## src/hw/commitPkg.sv

```systemverilog
// Shared widths, types and encodings of the retire stage
// RP must be a power of two, so a tag {arch, phy} is also a flat written-bit index
// ROB_DEPTH must be a power of two, because the FIFO pointers wrap freely
// Machine mode only, cause codes follow the RISC-V privileged spec
package commitPkg;

	// Widths
	localparam int XLEN = 64;
	localparam int AB = 5;
	localparam int RB = 2;
	localparam int RP = 1 << RB;
	localparam int ROB_DEPTH = 8;
	localparam int ROB_AW = $clog2(ROB_DEPTH);

	typedef logic [XLEN-1:0] xlenT;
	typedef logic [RB-1:0] phyIdxT;
	typedef logic [AB-1:0] archIdxT;
	// Architectural index above physical copy index
	typedef logic [AB+RB-1:0] rdTagT;
	typedef logic [ROB_AW-1:0] robPtrT;
	typedef logic [ROB_AW:0] robCntT;
	// One bit per physical copy of every architectural register
	typedef logic [(1 << AB)*RP-1:0] wbVecT;
	typedef logic [7:0] robFlagT;

	// Flag positions inside robFlagT
	localparam int FLAG_BRANCH = 7;
	localparam int FLAG_LOAD = 6;
	localparam int FLAG_STORE = 5;
	localparam int FLAG_ECALL = 4;
	localparam int FLAG_EBREAK = 3;
	localparam int FLAG_MRET = 2;
	localparam int FLAG_INSTR_FAULT = 1;
	localparam int FLAG_ILLEGAL = 0;

	// Exception codes
	localparam int CAUSE_INSTR_FAULT = 1;
	localparam int CAUSE_ILLEGAL = 2;
	localparam int CAUSE_BREAK = 3;
	localparam int CAUSE_LOAD_FAULT = 5;
	localparam int CAUSE_STORE_FAULT = 7;
	localparam int CAUSE_ECALL_M = 11;
	// Interrupt codes, reported with mcause bit 63 set
	localparam int IRQ_SOFT = 3;
	localparam int IRQ_TIMER = 7;
	localparam int IRQ_EXT = 11;

	// mstatus fields
	localparam int MIE_BIT = 3;
	localparam int MPIE_BIT = 7;
	localparam int MPP_LO = 11;
	// mip and mie bits
	localparam int MSIP = 3;
	localparam int MTIP = 7;
	localparam int MEIP = 11;

	typedef enum logic [2:0] {
		SEL_MSTATUS,
		SEL_MIE,
		SEL_MIP,
		SEL_MEPC,
		SEL_MTVEC,
		SEL_MTIMECMP
	} csrSelT;

	typedef enum logic {
		RUN,
		FLUSH
	} commitStateT;

endpackage

```

## src/hw/reorderFifo.sv

```systemverilog
// In-order retire record buffer, one push and one pop per cycle
// A push while full and a pop while empty are ignored
// Flush wins over a push and a pop in the same cycle
// Head outputs are stale while robEmpty is high
module reorderFifo (
	input logic clk,
	input logic rstN,
	input logic pushValid,
	input commitPkg::xlenT pushPc,
	input commitPkg::rdTagT pushRd,
	input commitPkg::robFlagT pushFlags,
	input logic pop,
	input logic flush,
	output logic full,
	output logic robEmpty,
	output commitPkg::xlenT headPc,
	output commitPkg::rdTagT headRd,
	output commitPkg::robFlagT headFlags
);
	import commitPkg::*;

	// Record payload
	xlenT pcMem [ROB_DEPTH];
	rdTagT rdMem [ROB_DEPTH];
	robFlagT flagMem [ROB_DEPTH];

	robPtrT wrPtr;
	robPtrT rdPtr;
	robCntT count;
	logic doPush;
	logic doPop;

	assign full = (count == robCntT'(ROB_DEPTH));
	assign robEmpty = (count == '0);
	assign doPush = pushValid & ~full;
	assign doPop = pop & ~robEmpty;

	// Payload write, a flushed entry is simply abandoned
	always_ff @(posedge clk) begin
		if (doPush) begin
			pcMem[wrPtr] <= pushPc;
			rdMem[wrPtr] <= pushRd;
			flagMem[wrPtr] <= pushFlags;
		end
	end

	always_ff @(posedge clk or negedge rstN) begin
		if (!rstN) begin
			wrPtr <= '0;
			rdPtr <= '0;
			count <= '0;
		end else if (flush) begin
			wrPtr <= '0;
			rdPtr <= '0;
			count <= '0;
		end else begin
			if (doPush) wrPtr <= wrPtr + 1'b1;
			if (doPop) rdPtr <= rdPtr + 1'b1;
			// Push and pop together leave the count alone
			case ({doPush, doPop})
				2'b10: count <= count + 1'b1;
				2'b01: count <= count - 1'b1;
				default: count <= count;
			endcase
		end
	end

	// Head record
	assign headPc = pcMem[rdPtr];
	assign headRd = rdMem[rdPtr];
	assign headFlags = flagMem[rdPtr];

endmodule

```

## src/hw/wbLog.sv

```systemverilog
// Written bit per physical copy, indexed directly by the rdTag
// Copy 0 of every register is the committed value after reset
// A writeback and a release of the same bit in one cycle leave it set
module wbLog (
	input logic clk,
	input logic rstN,
	input logic wbValid,
	input commitPkg::rdTagT wbTag,
	input commitPkg::wbVecT releaseMask,
	input commitPkg::rdTagT queryTag,
	output logic queryWritten
);
	import commitPkg::*;

	wbVecT written;
	wbVecT setMask;

	// One-hot of the written copy
	assign setMask = wbValid ? (wbVecT'(1) << wbTag) : '0;

	always_ff @(posedge clk or negedge rstN) begin
		if (!rstN) begin
			// Only copy 0 of each register holds data
			written <= {(1 << AB){{(RP-1){1'b0}}, 1'b1}};
		end else begin
			written <= (written & ~releaseMask) | setMask;
		end
	end

	// Head query, same cycle
	assign queryWritten = written[queryTag];

endmodule

```

## src/hw/archMap.sv

```systemverilog
// Committed physical copy of each architectural register
// One write port from retire, one read port for the head record
// Read is combinational and shows the value before a same-cycle write
module archMap (
	input logic clk,
	input logic rstN,
	input logic wrEn,
	input commitPkg::archIdxT wrArch,
	input commitPkg::phyIdxT wrPhy,
	input commitPkg::archIdxT rdArch,
	output commitPkg::phyIdxT rdPhy
);
	import commitPkg::*;

	phyIdxT mapPtr [1 << AB];

	always_ff @(posedge clk or negedge rstN) begin
		if (!rstN) begin
			// All registers start on copy 0
			for (int i = 0; i < (1 << AB); i++) begin
				mapPtr[i] <= '0;
			end
		end else if (wrEn) begin
			mapPtr[wrArch] <= wrPhy;
		end
	end

	// Old pointer of the head register
	assign rdPhy = mapPtr[rdArch];

endmodule

```

## src/hw/mTimer.sv

```systemverilog
// Machine timer, mtime counts every clock cycle
// mtimecmp resets to all ones so no interrupt fires before it is written
// timerPending lags the compare by one cycle
module mTimer (
	input logic clk,
	input logic rstN,
	input logic cmpWrEn,
	input commitPkg::xlenT cmpWrData,
	output logic timerPending
);
	import commitPkg::*;

	xlenT mtime;
	xlenT mtimecmp;

	always_ff @(posedge clk or negedge rstN) begin
		if (!rstN) begin
			mtime <= '0;
			mtimecmp <= '1;
			timerPending <= 1'b0;
		end else begin
			// Free running, wraps silently
			mtime <= mtime + 1'b1;
			if (cmpWrEn) mtimecmp <= cmpWrData;
			// Registered compare
			timerPending <= (mtime >= mtimecmp);
		end
	end

endmodule

```

## src/hw/trapCsr.sv

```systemverilog
// Machine trap CSRs, mtval is not kept and reads as zero elsewhere
// MPP is fixed at 3 since only machine mode exists
// mtvec is direct mode only, its low two bits are cleared on write
// A trap or mret update wins over a configuration write to the same CSR
module trapCsr (
	input logic clk,
	input logic rstN,
	input logic cfgWrEn,
	input commitPkg::csrSelT cfgSel,
	input commitPkg::xlenT cfgWrData,
	input logic trapTake,
	input logic xretTake,
	input commitPkg::xlenT mstatusNext,
	input commitPkg::xlenT mepcNext,
	input commitPkg::xlenT mcauseNext,
	input logic timerPending,
	output commitPkg::xlenT mstatus,
	output commitPkg::xlenT mie,
	output commitPkg::xlenT mip,
	output commitPkg::xlenT mepc,
	output commitPkg::xlenT mcause,
	output commitPkg::xlenT mtvec
);
	import commitPkg::*;

	// Software and external pending bits, written by configuration only
	logic msipQ;
	logic meipQ;

	always_ff @(posedge clk or negedge rstN) begin
		if (!rstN) begin
			mstatus <= '0;
			mstatus[MPP_LO +: 2] <= 2'b11;
			mie <= '0;
			mepc <= '0;
			mcause <= '0;
			mtvec <= '0;
			msipQ <= 1'b0;
			meipQ <= 1'b0;
		end else begin
			if (cfgWrEn) begin
				case (cfgSel)
					SEL_MSTATUS: begin
						mstatus <= cfgWrData;
						mstatus[MPP_LO +: 2] <= 2'b11;
					end
					SEL_MIE: mie <= cfgWrData;
					SEL_MIP: begin
						msipQ <= cfgWrData[MSIP];
						meipQ <= cfgWrData[MEIP];
					end
					SEL_MEPC: mepc <= cfgWrData;
					SEL_MTVEC: mtvec <= {cfgWrData[XLEN-1:2], 2'b00};
					// mtimecmp lives in the timer
					default: ;
				endcase
			end
			// Later assignments override the configuration write
			if (trapTake) begin
				mstatus <= mstatusNext;
				mepc <= mepcNext;
				mcause <= mcauseNext;
			end else if (xretTake) begin
				mstatus <= mstatusNext;
			end
		end
	end

	// Timer bit tracks the timer directly
	always_comb begin
		mip = '0;
		mip[MSIP] = msipQ;
		mip[MTIP] = timerPending;
		mip[MEIP] = meipQ;
	end

endmodule

```

## src/hw/commitUnit.sv

```systemverilog
// Retire decision for the head of the reorder FIFO
// Interrupts are taken at the head only, so the FIFO must hold a record
// A trap beats an mret at the head, mret beats a mispredict
// redirectPc is zero on a mispredict, the branch unit owns that target
module commitUnit (
	input logic clk,
	input logic rstN,
	input logic robEmpty,
	input commitPkg::xlenT headPc,
	input commitPkg::rdTagT headRd,
	input commitPkg::robFlagT headFlags,
	input logic headWritten,
	input commitPkg::phyIdxT oldPhy,
	input logic misPredict,
	input logic lsuFault,
	input commitPkg::xlenT mstatus,
	input commitPkg::xlenT mie,
	input commitPkg::xlenT mip,
	input commitPkg::xlenT mepc,
	input commitPkg::xlenT mtvec,
	output logic robPop,
	output logic robFlush,
	output logic inFlush,
	output logic commitFire,
	output logic mapWrEn,
	output commitPkg::wbVecT releaseMask,
	output logic abort,
	output logic isTrap,
	output logic isXRet,
	output commitPkg::xlenT redirectPc,
	output logic trapTake,
	output commitPkg::xlenT mstatusNext,
	output commitPkg::xlenT mepcNext,
	output commitPkg::xlenT mcauseNext
);
	import commitPkg::*;

	commitStateT state;
	logic headValid;
	logic loadFault;
	logic storeFault;
	logic isException;
	logic irqExt;
	logic irqTimer;
	logic irqSoft;
	logic isInterrupt;
	logic [XLEN-2:0] causeCode;

	// Head is only considered while running
	assign inFlush = (state == FLUSH);
	assign headValid = ~robEmpty & ~inFlush;

	// Memory faults only count once the access has written back
	assign loadFault = lsuFault & headFlags[FLAG_LOAD] & headWritten;
	assign storeFault = lsuFault & headFlags[FLAG_STORE] & headWritten;
	assign isException = headFlags[FLAG_ECALL] | headFlags[FLAG_EBREAK]
		| headFlags[FLAG_INSTR_FAULT] | headFlags[FLAG_ILLEGAL] | loadFault | storeFault;

	// Enabled pending interrupts, gated by global MIE
	assign irqExt = mip[MEIP] & mie[MEIP] & mstatus[MIE_BIT];
	assign irqTimer = mip[MTIP] & mie[MTIP] & mstatus[MIE_BIT];
	assign irqSoft = mip[MSIP] & mie[MSIP] & mstatus[MIE_BIT];
	assign isInterrupt = irqExt | irqTimer | irqSoft;

	assign isTrap = headValid & (isInterrupt | isException);
	assign isXRet = headValid & headFlags[FLAG_MRET] & ~isTrap;
	assign abort = isTrap | isXRet | (headValid & headFlags[FLAG_BRANCH] & misPredict);
	assign trapTake = isTrap;

	// Retire, zero cycles from the head being written
	assign commitFire = headValid & headWritten & ~abort;
	assign robPop = commitFire;
	assign mapWrEn = commitFire;
	assign robFlush = abort;
	// Old copy of the head register goes back to rename
	assign releaseMask = commitFire ? (wbVecT'(1) << {headRd[RB +: AB], oldPhy}) : '0;

	// Cause priority, interrupts first
	always_comb begin
		if (irqExt) causeCode = (XLEN-1)'(IRQ_EXT);
		else if (irqTimer) causeCode = (XLEN-1)'(IRQ_TIMER);
		else if (irqSoft) causeCode = (XLEN-1)'(IRQ_SOFT);
		else if (headFlags[FLAG_INSTR_FAULT]) causeCode = (XLEN-1)'(CAUSE_INSTR_FAULT);
		else if (headFlags[FLAG_ILLEGAL]) causeCode = (XLEN-1)'(CAUSE_ILLEGAL);
		else if (headFlags[FLAG_EBREAK]) causeCode = (XLEN-1)'(CAUSE_BREAK);
		else if (headFlags[FLAG_ECALL]) causeCode = (XLEN-1)'(CAUSE_ECALL_M);
		else if (loadFault) causeCode = (XLEN-1)'(CAUSE_LOAD_FAULT);
		else causeCode = (XLEN-1)'(CAUSE_STORE_FAULT);
	end
	assign mcauseNext = {isInterrupt, causeCode};
	// Faulting or interrupted instruction restarts from its own pc
	assign mepcNext = headPc;

	always_comb begin
		mstatusNext = mstatus;
		if (isXRet) begin
			mstatusNext[MIE_BIT] = mstatus[MPIE_BIT];
			mstatusNext[MPIE_BIT] = 1'b1;
		end else begin
			mstatusNext[MPIE_BIT] = mstatus[MIE_BIT];
			mstatusNext[MIE_BIT] = 1'b0;
			mstatusNext[MPP_LO +: 2] = 2'b11;
		end
	end

	assign redirectPc = isXRet ? mepc : (isTrap ? mtvec : '0);

	// One FLUSH cycle after every abort
	always_ff @(posedge clk or negedge rstN) begin
		if (!rstN) begin
			state <= RUN;
		end else begin
			case (state)
				RUN: if (abort) state <= FLUSH;
				default: state <= RUN;
			endcase
		end
	end

endmodule

```

## src/hw/commitCore.sv

```systemverilog
// Retire stage top, dispatch sees a ready/valid push into the reorder FIFO
// A push accepted in an abort cycle is dropped by the flush
// commitPc and commitRd are only meaningful while commitFire is high
module commitCore (
	input logic clk,
	input logic rstN,
	input logic pushValid,
	input commitPkg::xlenT pushPc,
	input commitPkg::rdTagT pushRd,
	input commitPkg::robFlagT pushFlags,
	input logic wbValid,
	input commitPkg::rdTagT wbTag,
	input logic misPredict,
	input logic lsuFault,
	input logic cfgWrEn,
	input commitPkg::csrSelT cfgSel,
	input commitPkg::xlenT cfgWrData,
	output logic pushReady,
	output logic commitFire,
	output commitPkg::xlenT commitPc,
	output commitPkg::rdTagT commitRd,
	output commitPkg::wbVecT releaseMask,
	output logic abort,
	output logic isTrap,
	output logic isXRet,
	output commitPkg::xlenT redirectPc,
	output commitPkg::xlenT mcause,
	output commitPkg::xlenT mepc,
	output commitPkg::xlenT mstatus
);
	import commitPkg::*;

	logic full;
	logic robEmpty;
	xlenT headPc;
	rdTagT headRd;
	robFlagT headFlags;
	logic robPop;
	logic robFlush;
	logic inFlush;
	logic headWritten;
	phyIdxT oldPhy;
	logic mapWrEn;
	logic timerPending;
	logic trapTake;
	xlenT mstatusNext;
	xlenT mepcNext;
	xlenT mcauseNext;
	xlenT mie;
	xlenT mip;
	xlenT mtvec;

	// No dispatch while full or flushing
	assign pushReady = ~full & ~inFlush;
	assign commitPc = headPc;
	assign commitRd = headRd;

	reorderFifo uFifo (
		.clk(clk), .rstN(rstN), .pushValid(pushValid & pushReady),
		.pushPc(pushPc), .pushRd(pushRd), .pushFlags(pushFlags),
		.pop(robPop), .flush(robFlush), .full(full), .robEmpty(robEmpty),
		.headPc(headPc), .headRd(headRd), .headFlags(headFlags)
	);

	wbLog uWbLog (
		.clk(clk), .rstN(rstN), .wbValid(wbValid), .wbTag(wbTag),
		.releaseMask(releaseMask), .queryTag(headRd), .queryWritten(headWritten)
	);

	// Map write takes the head's own copy
	archMap uMap (
		.clk(clk), .rstN(rstN), .wrEn(mapWrEn), .wrArch(headRd[RB +: AB]),
		.wrPhy(headRd[RB-1:0]), .rdArch(headRd[RB +: AB]), .rdPhy(oldPhy)
	);

	mTimer uTimer (
		.clk(clk), .rstN(rstN), .cmpWrEn(cfgWrEn & (cfgSel == SEL_MTIMECMP)),
		.cmpWrData(cfgWrData), .timerPending(timerPending)
	);

	trapCsr uCsr (
		.clk(clk), .rstN(rstN), .cfgWrEn(cfgWrEn), .cfgSel(cfgSel),
		.cfgWrData(cfgWrData), .trapTake(trapTake), .xretTake(isXRet),
		.mstatusNext(mstatusNext), .mepcNext(mepcNext), .mcauseNext(mcauseNext),
		.timerPending(timerPending), .mstatus(mstatus), .mie(mie), .mip(mip),
		.mepc(mepc), .mcause(mcause), .mtvec(mtvec)
	);

	commitUnit uCommit (
		.clk(clk), .rstN(rstN), .robEmpty(robEmpty), .headPc(headPc),
		.headRd(headRd), .headFlags(headFlags), .headWritten(headWritten),
		.oldPhy(oldPhy), .misPredict(misPredict), .lsuFault(lsuFault),
		.mstatus(mstatus), .mie(mie), .mip(mip), .mepc(mepc), .mtvec(mtvec),
		.robPop(robPop), .robFlush(robFlush), .inFlush(inFlush),
		.commitFire(commitFire), .mapWrEn(mapWrEn), .releaseMask(releaseMask),
		.abort(abort), .isTrap(isTrap), .isXRet(isXRet), .redirectPc(redirectPc),
		.trapTake(trapTake), .mstatusNext(mstatusNext), .mepcNext(mepcNext),
		.mcauseNext(mcauseNext)
	);

endmodule

```

## config.mk

```make
export PLATFORM = sky130hd
export DESIGN_NAME = commitCore
export DESIGN_NICKNAME = d
export VERILOG_FILES = /design/src/hw/commitPkg.sv /design/src/hw/reorderFifo.sv /design/src/hw/wbLog.sv /design/src/hw/archMap.sv /design/src/hw/mTimer.sv /design/src/hw/trapCsr.sv /design/src/hw/commitUnit.sv /design/src/hw/commitCore.sv
export SDC_FILE = /design/constraint.sdc
export NUM_CORES = 2
export LEC_CHECK = 0
export BUFFER_PORTS_ARGS = -buffer_cell sky130_fd_sc_hd__buf_4
export CAP_MARGIN = 20
export CELL_PAD_IN_SITES_DETAIL_PLACEMENT = 1
export CELL_PAD_IN_SITES_GLOBAL_PLACEMENT = 1
export CORE_ASPECT_RATIO = 2
export CORE_UTILIZATION = 38
export DETAILED_ROUTE_END_ITERATION = 7
export PLACE_DENSITY_LB_ADDON = 0.1
export REMOVE_ABC_BUFFERS = 1
export SETUP_SLACK_MARGIN = 0.2
export SLEW_MARGIN = 20
export SYNTH_ARGS = -nofsm -noshare
export SYNTH_HDL_FRONTEND = slang
export SYNTH_HIERARCHICAL = 1
export SYNTH_SLANG_ARGS = --single-unit
```

## constraint.sdc

```tcl
create_clock -name clk -period 19.3 [get_ports clk]
set_clock_uncertainty 0.2 [all_clocks]
set_input_delay 3.86 -clock clk [delete_from_list [all_inputs] [get_ports clk]]
set_output_delay 3.86 -clock clk [all_outputs]
set_load 0.005 [all_outputs]
```

# [After elaboration in Yosys (flattened, before gate mapping)]
# Memory sizes are Yosys's and may differ from the RTL's.
# Index checks and enable logic that the tools add are counted.
[op_classes] add_sub_neg=5 mul=0 div_mod_pow=0 order_cmp=4 n_eq_ne=8 shifts=2 n_mux=40 bitwise_logic=43 n_reduce_logical=16
[ops] operator="63-bit two-way mux" count=7
[ops] operator="64-bit two-way mux" count=5
[ops] operator="128-bit two-way mux" count=2
[ops] operator="1-bit by 7-bit left shift with 128-bit output (first input constant)" count=2
[ops] operator="128-bit bitwise AND" count=1
[ops] operator="128-bit inverter" count=1
[ops] operator="128-bit bitwise OR" count=1
[ops] operator="64-bit by 1-bit adder with 64-bit output (second input constant)" count=1
[ops] operator="64-bit bitwise mux" count=1
[ops] operator="64-bit greater-or-equal comparator" count=1
[ops] operator="13-bit two-way mux" count=4
[ops] operator="1-bit bitwise AND" count=23
[ops] operator="3-bit two-way mux" count=4
[ops] operator="2-bit binary-select mux with 5-bit select" count=1
[ops] operator="2-bit demux with 5-bit select" count=1
[ops] operator="2-bit two-way mux" count=5
[ops] operator="1-bit bitwise OR" count=10
[ops] operator="2-bit AND reduction" count=5
[ops] operator="3-bit nonzero test" count=3
[ops] operator="7-bit by 8-bit less-than comparator with 1-bit output (second input constant)" count=1
[ops] operator="4-bit case mux with 2 select lines" count=1
[ops] operator="2-bit nonzero test" count=4
[ops] operator="1-bit binary-select mux with 7-bit select" count=1
[ops] operator="1-bit two-way mux" count=7
[ops] operator="18 further kinds" count=26
[totals] reg_bits=600 latchBits=0 ramBits=632 romBits=0 input_bits=160 out_inout_bits=460 elab_cells=169 mem_count=3
[memory_table] name="uFifo.pcMem" depth=8 width=64 read_ports=1 rd_ports_with_merged_regs=0 wr=1 line="reorderFifo.sv:23" rtl="xlenT pcMem [ROB_DEPTH];"
[memory_table] name="uFifo.flagMem" depth=8 width=8 read_ports=1 rd_ports_with_merged_regs=0 wr=1 line="reorderFifo.sv:25" rtl="robFlagT flagMem [ROB_DEPTH];"
[memory_table] name="uFifo.rdMem" depth=8 width=7 read_ports=1 rd_ports_with_merged_regs=0 wr=1 line="reorderFifo.sv:24" rtl="rdTagT rdMem [ROB_DEPTH];"

# [Logic depth before layout (Yosys ltp)]
# An unclocked memory read counts as a cell.
[depth] ltp_word=18 depth_mapped=25 mapped_depth_nobuf=17

# [By module]
# Netlist, hierarchy kept.
[by_module_without_submodules] mod="reorderFifo" n_inst=1 cells_each=993 area_each_um2=24305.8 seq_area_each_um2=19228.4
[by_module_without_submodules] mod="trapCsr" n_inst=1 cells_each=897 area_each_um2=13559.3 seq_area_each_um2=8010.2
[by_module_without_submodules] mod="mTimer" n_inst=1 cells_each=676 area_each_um2=6771.5 seq_area_each_um2=3308.2
[by_module_without_submodules] mod="wbLog" n_inst=1 cells_each=533 area_each_um2=5928.2 seq_area_each_um2=3243.1
[by_module_without_submodules] mod="archMap" n_inst=1 cells_each=255 area_each_um2=3203.1 seq_area_each_um2=1601.5
[by_module_without_submodules] mod="commitUnit" n_inst=1 cells_each=480 area_each_um2=3030.4 seq_area_each_um2=25.0
[by_module_without_submodules] mod="commitCore" n_inst=1 cells_each=3 area_each_um2=26.3 seq_area_each_um2=0.0

# [Least setup slack after synthesis]
# No wires, ideal clock.
[synth_path] kind="input -> register" startpoint="input port pushValid" endpoint="memory uFifo/flagMem[0][0] (netlist bit) (enable)" setup_time_ps=613 arrival_time_ps=10029 required_time_ps=18487 setup_slack_ps=8458 path_stages=5 n_path_buf=1 cell_sequence="nor3b_2 > clkbuf_1 > nand2_1 > or2_2 > nor3_1"
[synth_via] elab_chain_len=4
[synth_rtl] item="start: declaration" line="commitCore.sv:7" rtl="input logic pushValid,"
[synth_rtl] item="1-bit bitwise AND" line="commitCore.sv:59" rtl=".clk(clk), .rstN(rstN), .pushValid(pushValid & pushReady),"
[synth_rtl] item="1-bit bitwise AND" line="reorderFifo.sv:35" rtl="assign doPush = pushValid & ~full;"
[synth_rtl] item="1-bit two-way mux" line="reorderFifo.sv:40" rtl="if (doPush) begin"
[synth_rtl] item="1-bit two-way mux (not written as such)" line="reorderFifo.sv:43" rtl="flagMem[wrPtr] <= pushFlags;"
[synth_rtl] item="end: declaration" line="reorderFifo.sv:25"
# Every way passes these cells.

# [Final worst setup path]
[layout_path] startpoint="register uFifo.rdPtr[0]" endpoint="output port redirectPc[32]"
[layout_via] elab_chain_len=11 word_cells_on_any_way=20 classes_between="mux: 4; bitwise: 14; memory: 2"
[layout_rtl] item="start: declaration" line="reorderFifo.sv:28" rtl="robPtrT rdPtr;"
[layout_rtl] item="start signal: assignment" line="reorderFifo.sv:58" rtl="if (doPop) rdPtr <= rdPtr + 1'b1;"
[layout_rtl] item="memory 8 x 7 bit (*)"
[layout_rtl] item="1-bit binary-select mux with 7-bit select (*)" line="wbLog.sv:31" rtl="assign queryWritten = written[queryTag];"
[layout_rtl] item="1-bit two-way mux (not written as such) (*)" line="wbLog.sv:31"
[layout_rtl] item="net headWritten" line="commitCore.sv:41" rtl="logic headWritten;"
[layout_rtl] item="1-bit bitwise AND" line="commitUnit.sv:54" rtl="assign loadFault = lsuFault & headFlags[FLAG_LOAD] & headWritten;"
[layout_rtl] item="1-bit bitwise OR" line="commitUnit.sv:57" rtl="| headFlags[FLAG_INSTR_FAULT] | headFlags[FLAG_ILLEGAL] | loadFault | storeFault;"
[layout_rtl] item="1-bit bitwise OR (*)" line="commitUnit.sv:57"
[layout_rtl] item="1-bit bitwise OR (*)" line="commitUnit.sv:65" rtl="assign isTrap = headValid & (isInterrupt | isException);"
[layout_rtl] item="1-bit bitwise AND (*)" line="commitUnit.sv:65"
[layout_rtl] item="1-bit inverter" line="commitUnit.sv:66" rtl="assign isXRet = headValid & headFlags[FLAG_MRET] & ~isTrap;"
[layout_rtl] item="1-bit bitwise AND" line="commitUnit.sv:66"
[layout_rtl] item="64-bit two-way mux (*)" line="commitUnit.sv:106" rtl="assign redirectPc = isXRet ? mepc : (isTrap ? mtvec : '0);"
[layout_rtl] item="end: declaration" line="commitCore.sv:26" rtl="output commitPkg::xlenT redirectPc,"
# Mark *: on every way through the listed nets, which the timed path passes. The rest lies on a longest branch. The select of a mux whose other input is x is not followed.

==> key figures <==
Clock network
  – TritonCTS clock tree: built
  – Clk slew on worst S/H paths: ~0.06 ns
  – H-Tree Depth: 3
  – Postcts setup bufs: 0
  – Total CTS buffers: ~120
  – PostCTS Resize Cnt: 0
  – CTS root buf: clkbuf_16
  – Latest clock arrival within the worst-skew pair: 0.72 ns
  – CTS Sinks: 1223
  – Max clock buf depth: 3
  – Cts hold-fix bufs: 0

Placed design
  – Worst slack, placed: 7.48 ns
  – Gpl congestion: 0.963
  – Post-DP HPWL: 123000 µm
  – Port bufs: 619

Floorplanning
  – Chip Width: 269 µm
  – Chip height: 536 µm
  – Core Area: 0.141 mm²
  – Starting Density: 0.383
  – Die area: 0.144 mm²
  – Row count: 195
  – I/O pin total: slightly above 600

Setup path
  – Top delay family on crit path: buffers and inverters
  – Worst Path Buf+Inv: 5
  – Worst Path Max Fanout: 49
  – Crit path capture type: primary output
  – Critical path's most frequent cell: buf_4
  – Critical-path top delay cell: buf_4
  – Worst endpoint required time: about 15 ns
  – Data arrival time of the worst path: 8.41 ns
  – Worst setup SP type: flip-flop
  – Crit-path cells: buf_4, buf_4, mux4_2, mux2_2, buf_4, mux4_2, mux4_2, a32oi_1, nand4_1, o211a_1, nor4_4, and4_4, buf_4, a22o_1, buf_4
  – Critical Path Max Stage Delay: approximately 0.8 ns
  – Kind of critical path: reg2out

Logic synthesis
  – Post-Syn Area: about 0.054 mm²
  – Syn. warnings: 6
  – Gate count of the mapped netlist: 3649
  – Syn avg cell area: 14.8 µm²

Global route
  – Pin count of the biggest net entering global routing: 127
  – Antenna violations before repair: 9
  – Gr usage total: 0.243
  – Vias in the first global route: around 36000
  – First-pass GRT wire length: 253000 µm
  – GRT overflow: 0

Timing
  – Worst slew margin: 0.221
  – Final setup violation count: 0
  – Final worst-path setup slack: 6.83 ns
  – Hold WS: ~0.28 ns
  – Setup TNS: 0 ns
  – Hold Vio Cnt, Final: 0
  – Final period util: 0.646
  – Worst slew pin tran: 1.16 ns
  – Fmax: around 80 MHz
  – Period minus WS final: around 12 ns
  – Count of pins over their slew limit: 0
  – RSZ-0062 raised after global routing: no

Power
  – PwrDens: 126 mW/mm²
  – Pleak: 25.3 nW
  – Overall power: about 0.008 W
  – Max VDD drop: 109 µV

Hold path
  – Worst hold path type: reg2reg

Route
  – Avg WL per Cell: between 20 and 30 µm
  – Via/cell ratio: 5.46
  – DRT iter0 DRCs: 1882
  – DRC Markers: 0
  – Pre-Repair DR Iteration Count: 5
  – WL final: 175000 µm
  – Via count: 33400
  – Antenna viol nets, final: 0

Outcome
  – Status: complete, no violations

Finish
  – Layout cells sized above 1: 0.376
  – Filler cells: 14100
  – Area Growth Syn to Fin: 17.6%
  – Commonest cells after routing, fill and taps aside: buf_4 (677), edfxtp_1 (632), dfrtp_1 (490), mux2_2 (395), inv_1 (203)
  – NumNets Final: 4370
  – Most common cell after layout, fill and taps aside: buf_4

Flow run
  – MaxCap Viol Count: 0
[report_power, final]
group / internal [W] / switching (W)
logic: 0.00106 / 0.00115
clock network: 0.00133 / 0.00104
registers: 0.00319 / 0.000236
total: 0.00558 / 0.00243
[per-layer routing]
metal / part of all wire / track usage / vias up
met5: 0.00037 / 0 / -
li1: - / - / 14400
met3: 0.060 / 0.0501 / 382
met4: 0.050 / 0.116 / 10
met1: 0.37 / 0.277 / 17500
met2: 0.52 / 0.431 / 1149
[path summary, 6_finish.rpt]
check / from / endpoint / slack (ns) / cells past startpoint
max: uFifo/rdPtr[0]$_DFFE_PN0P_ / redirectPc[32] / 6.83 / 15
min: uTimer/mtime[63]$_DFF_PN0_ / uTimer/mtime[63]$_DFF_PN0_ / 0.28 / 1
max reg2reg: uFifo/rdPtr[0]$_DFFE_PN0P_ / uCsr/mstatus[8]$_DFFE_PN0P_ / 9.93 / 19
min reg2reg: uTimer/mtime[63]$_DFF_PN0_ / uTimer/mtime[63]$_DFF_PN0_ / 0.28 / 1
max in group asynchronous: rstN / uCsr/mtvec[47]$_DFFE_PN0P_ / 12.90 / 4
min in group asynchronous: rstN / uCsr/mcause[46]$_DFFE_PN0P_ / 2.89 / 1
[sequential cells by signal, summed over array words and instances (netlist names), 56 cells and up]
register	flops
uCsr/mepc	64
uTimer/mtimecmp	64
uWbLog/written	128
uCsr/mstatus	64
uCsr/mcause	64
uFifo/pcMem	512
uMap/mapPtr	64
uCsr/mtvec	62
uFifo/rdMem	56
uTimer/mtime	64
uFifo/flagMem	64
[metrics by stage]
step,instances,utilization,instance area (µm²)
6_report,6119,0.450,63600
3_5_place_dp,5894,0.422,59600
5_1_grt,6118,0.450,63600
4_1_cts,6114,0.450,63600
2_1_floorplan,3340,-,52000
3_3_place_gp,5891,0.422,59600
[area by class of cell]
type | count | area, µm² | area share
tap | 1871 | 2340 | 0.0368
inverter | 203 | 762 | 0.0120
clock buffer | 154 | 3340 | 0.0524
clock inverter | 66 | 607 | 0.00954
timing repair buffer | 684 | 5200 | 0.0817
antenna | 4 | 10.0 | 0.000157
multi-input combinational | 1914 | 17500 | 0.274
sequential | 1223 | 33900 | 0.533
No activity file was read; power rests on OpenSTA's default activity.
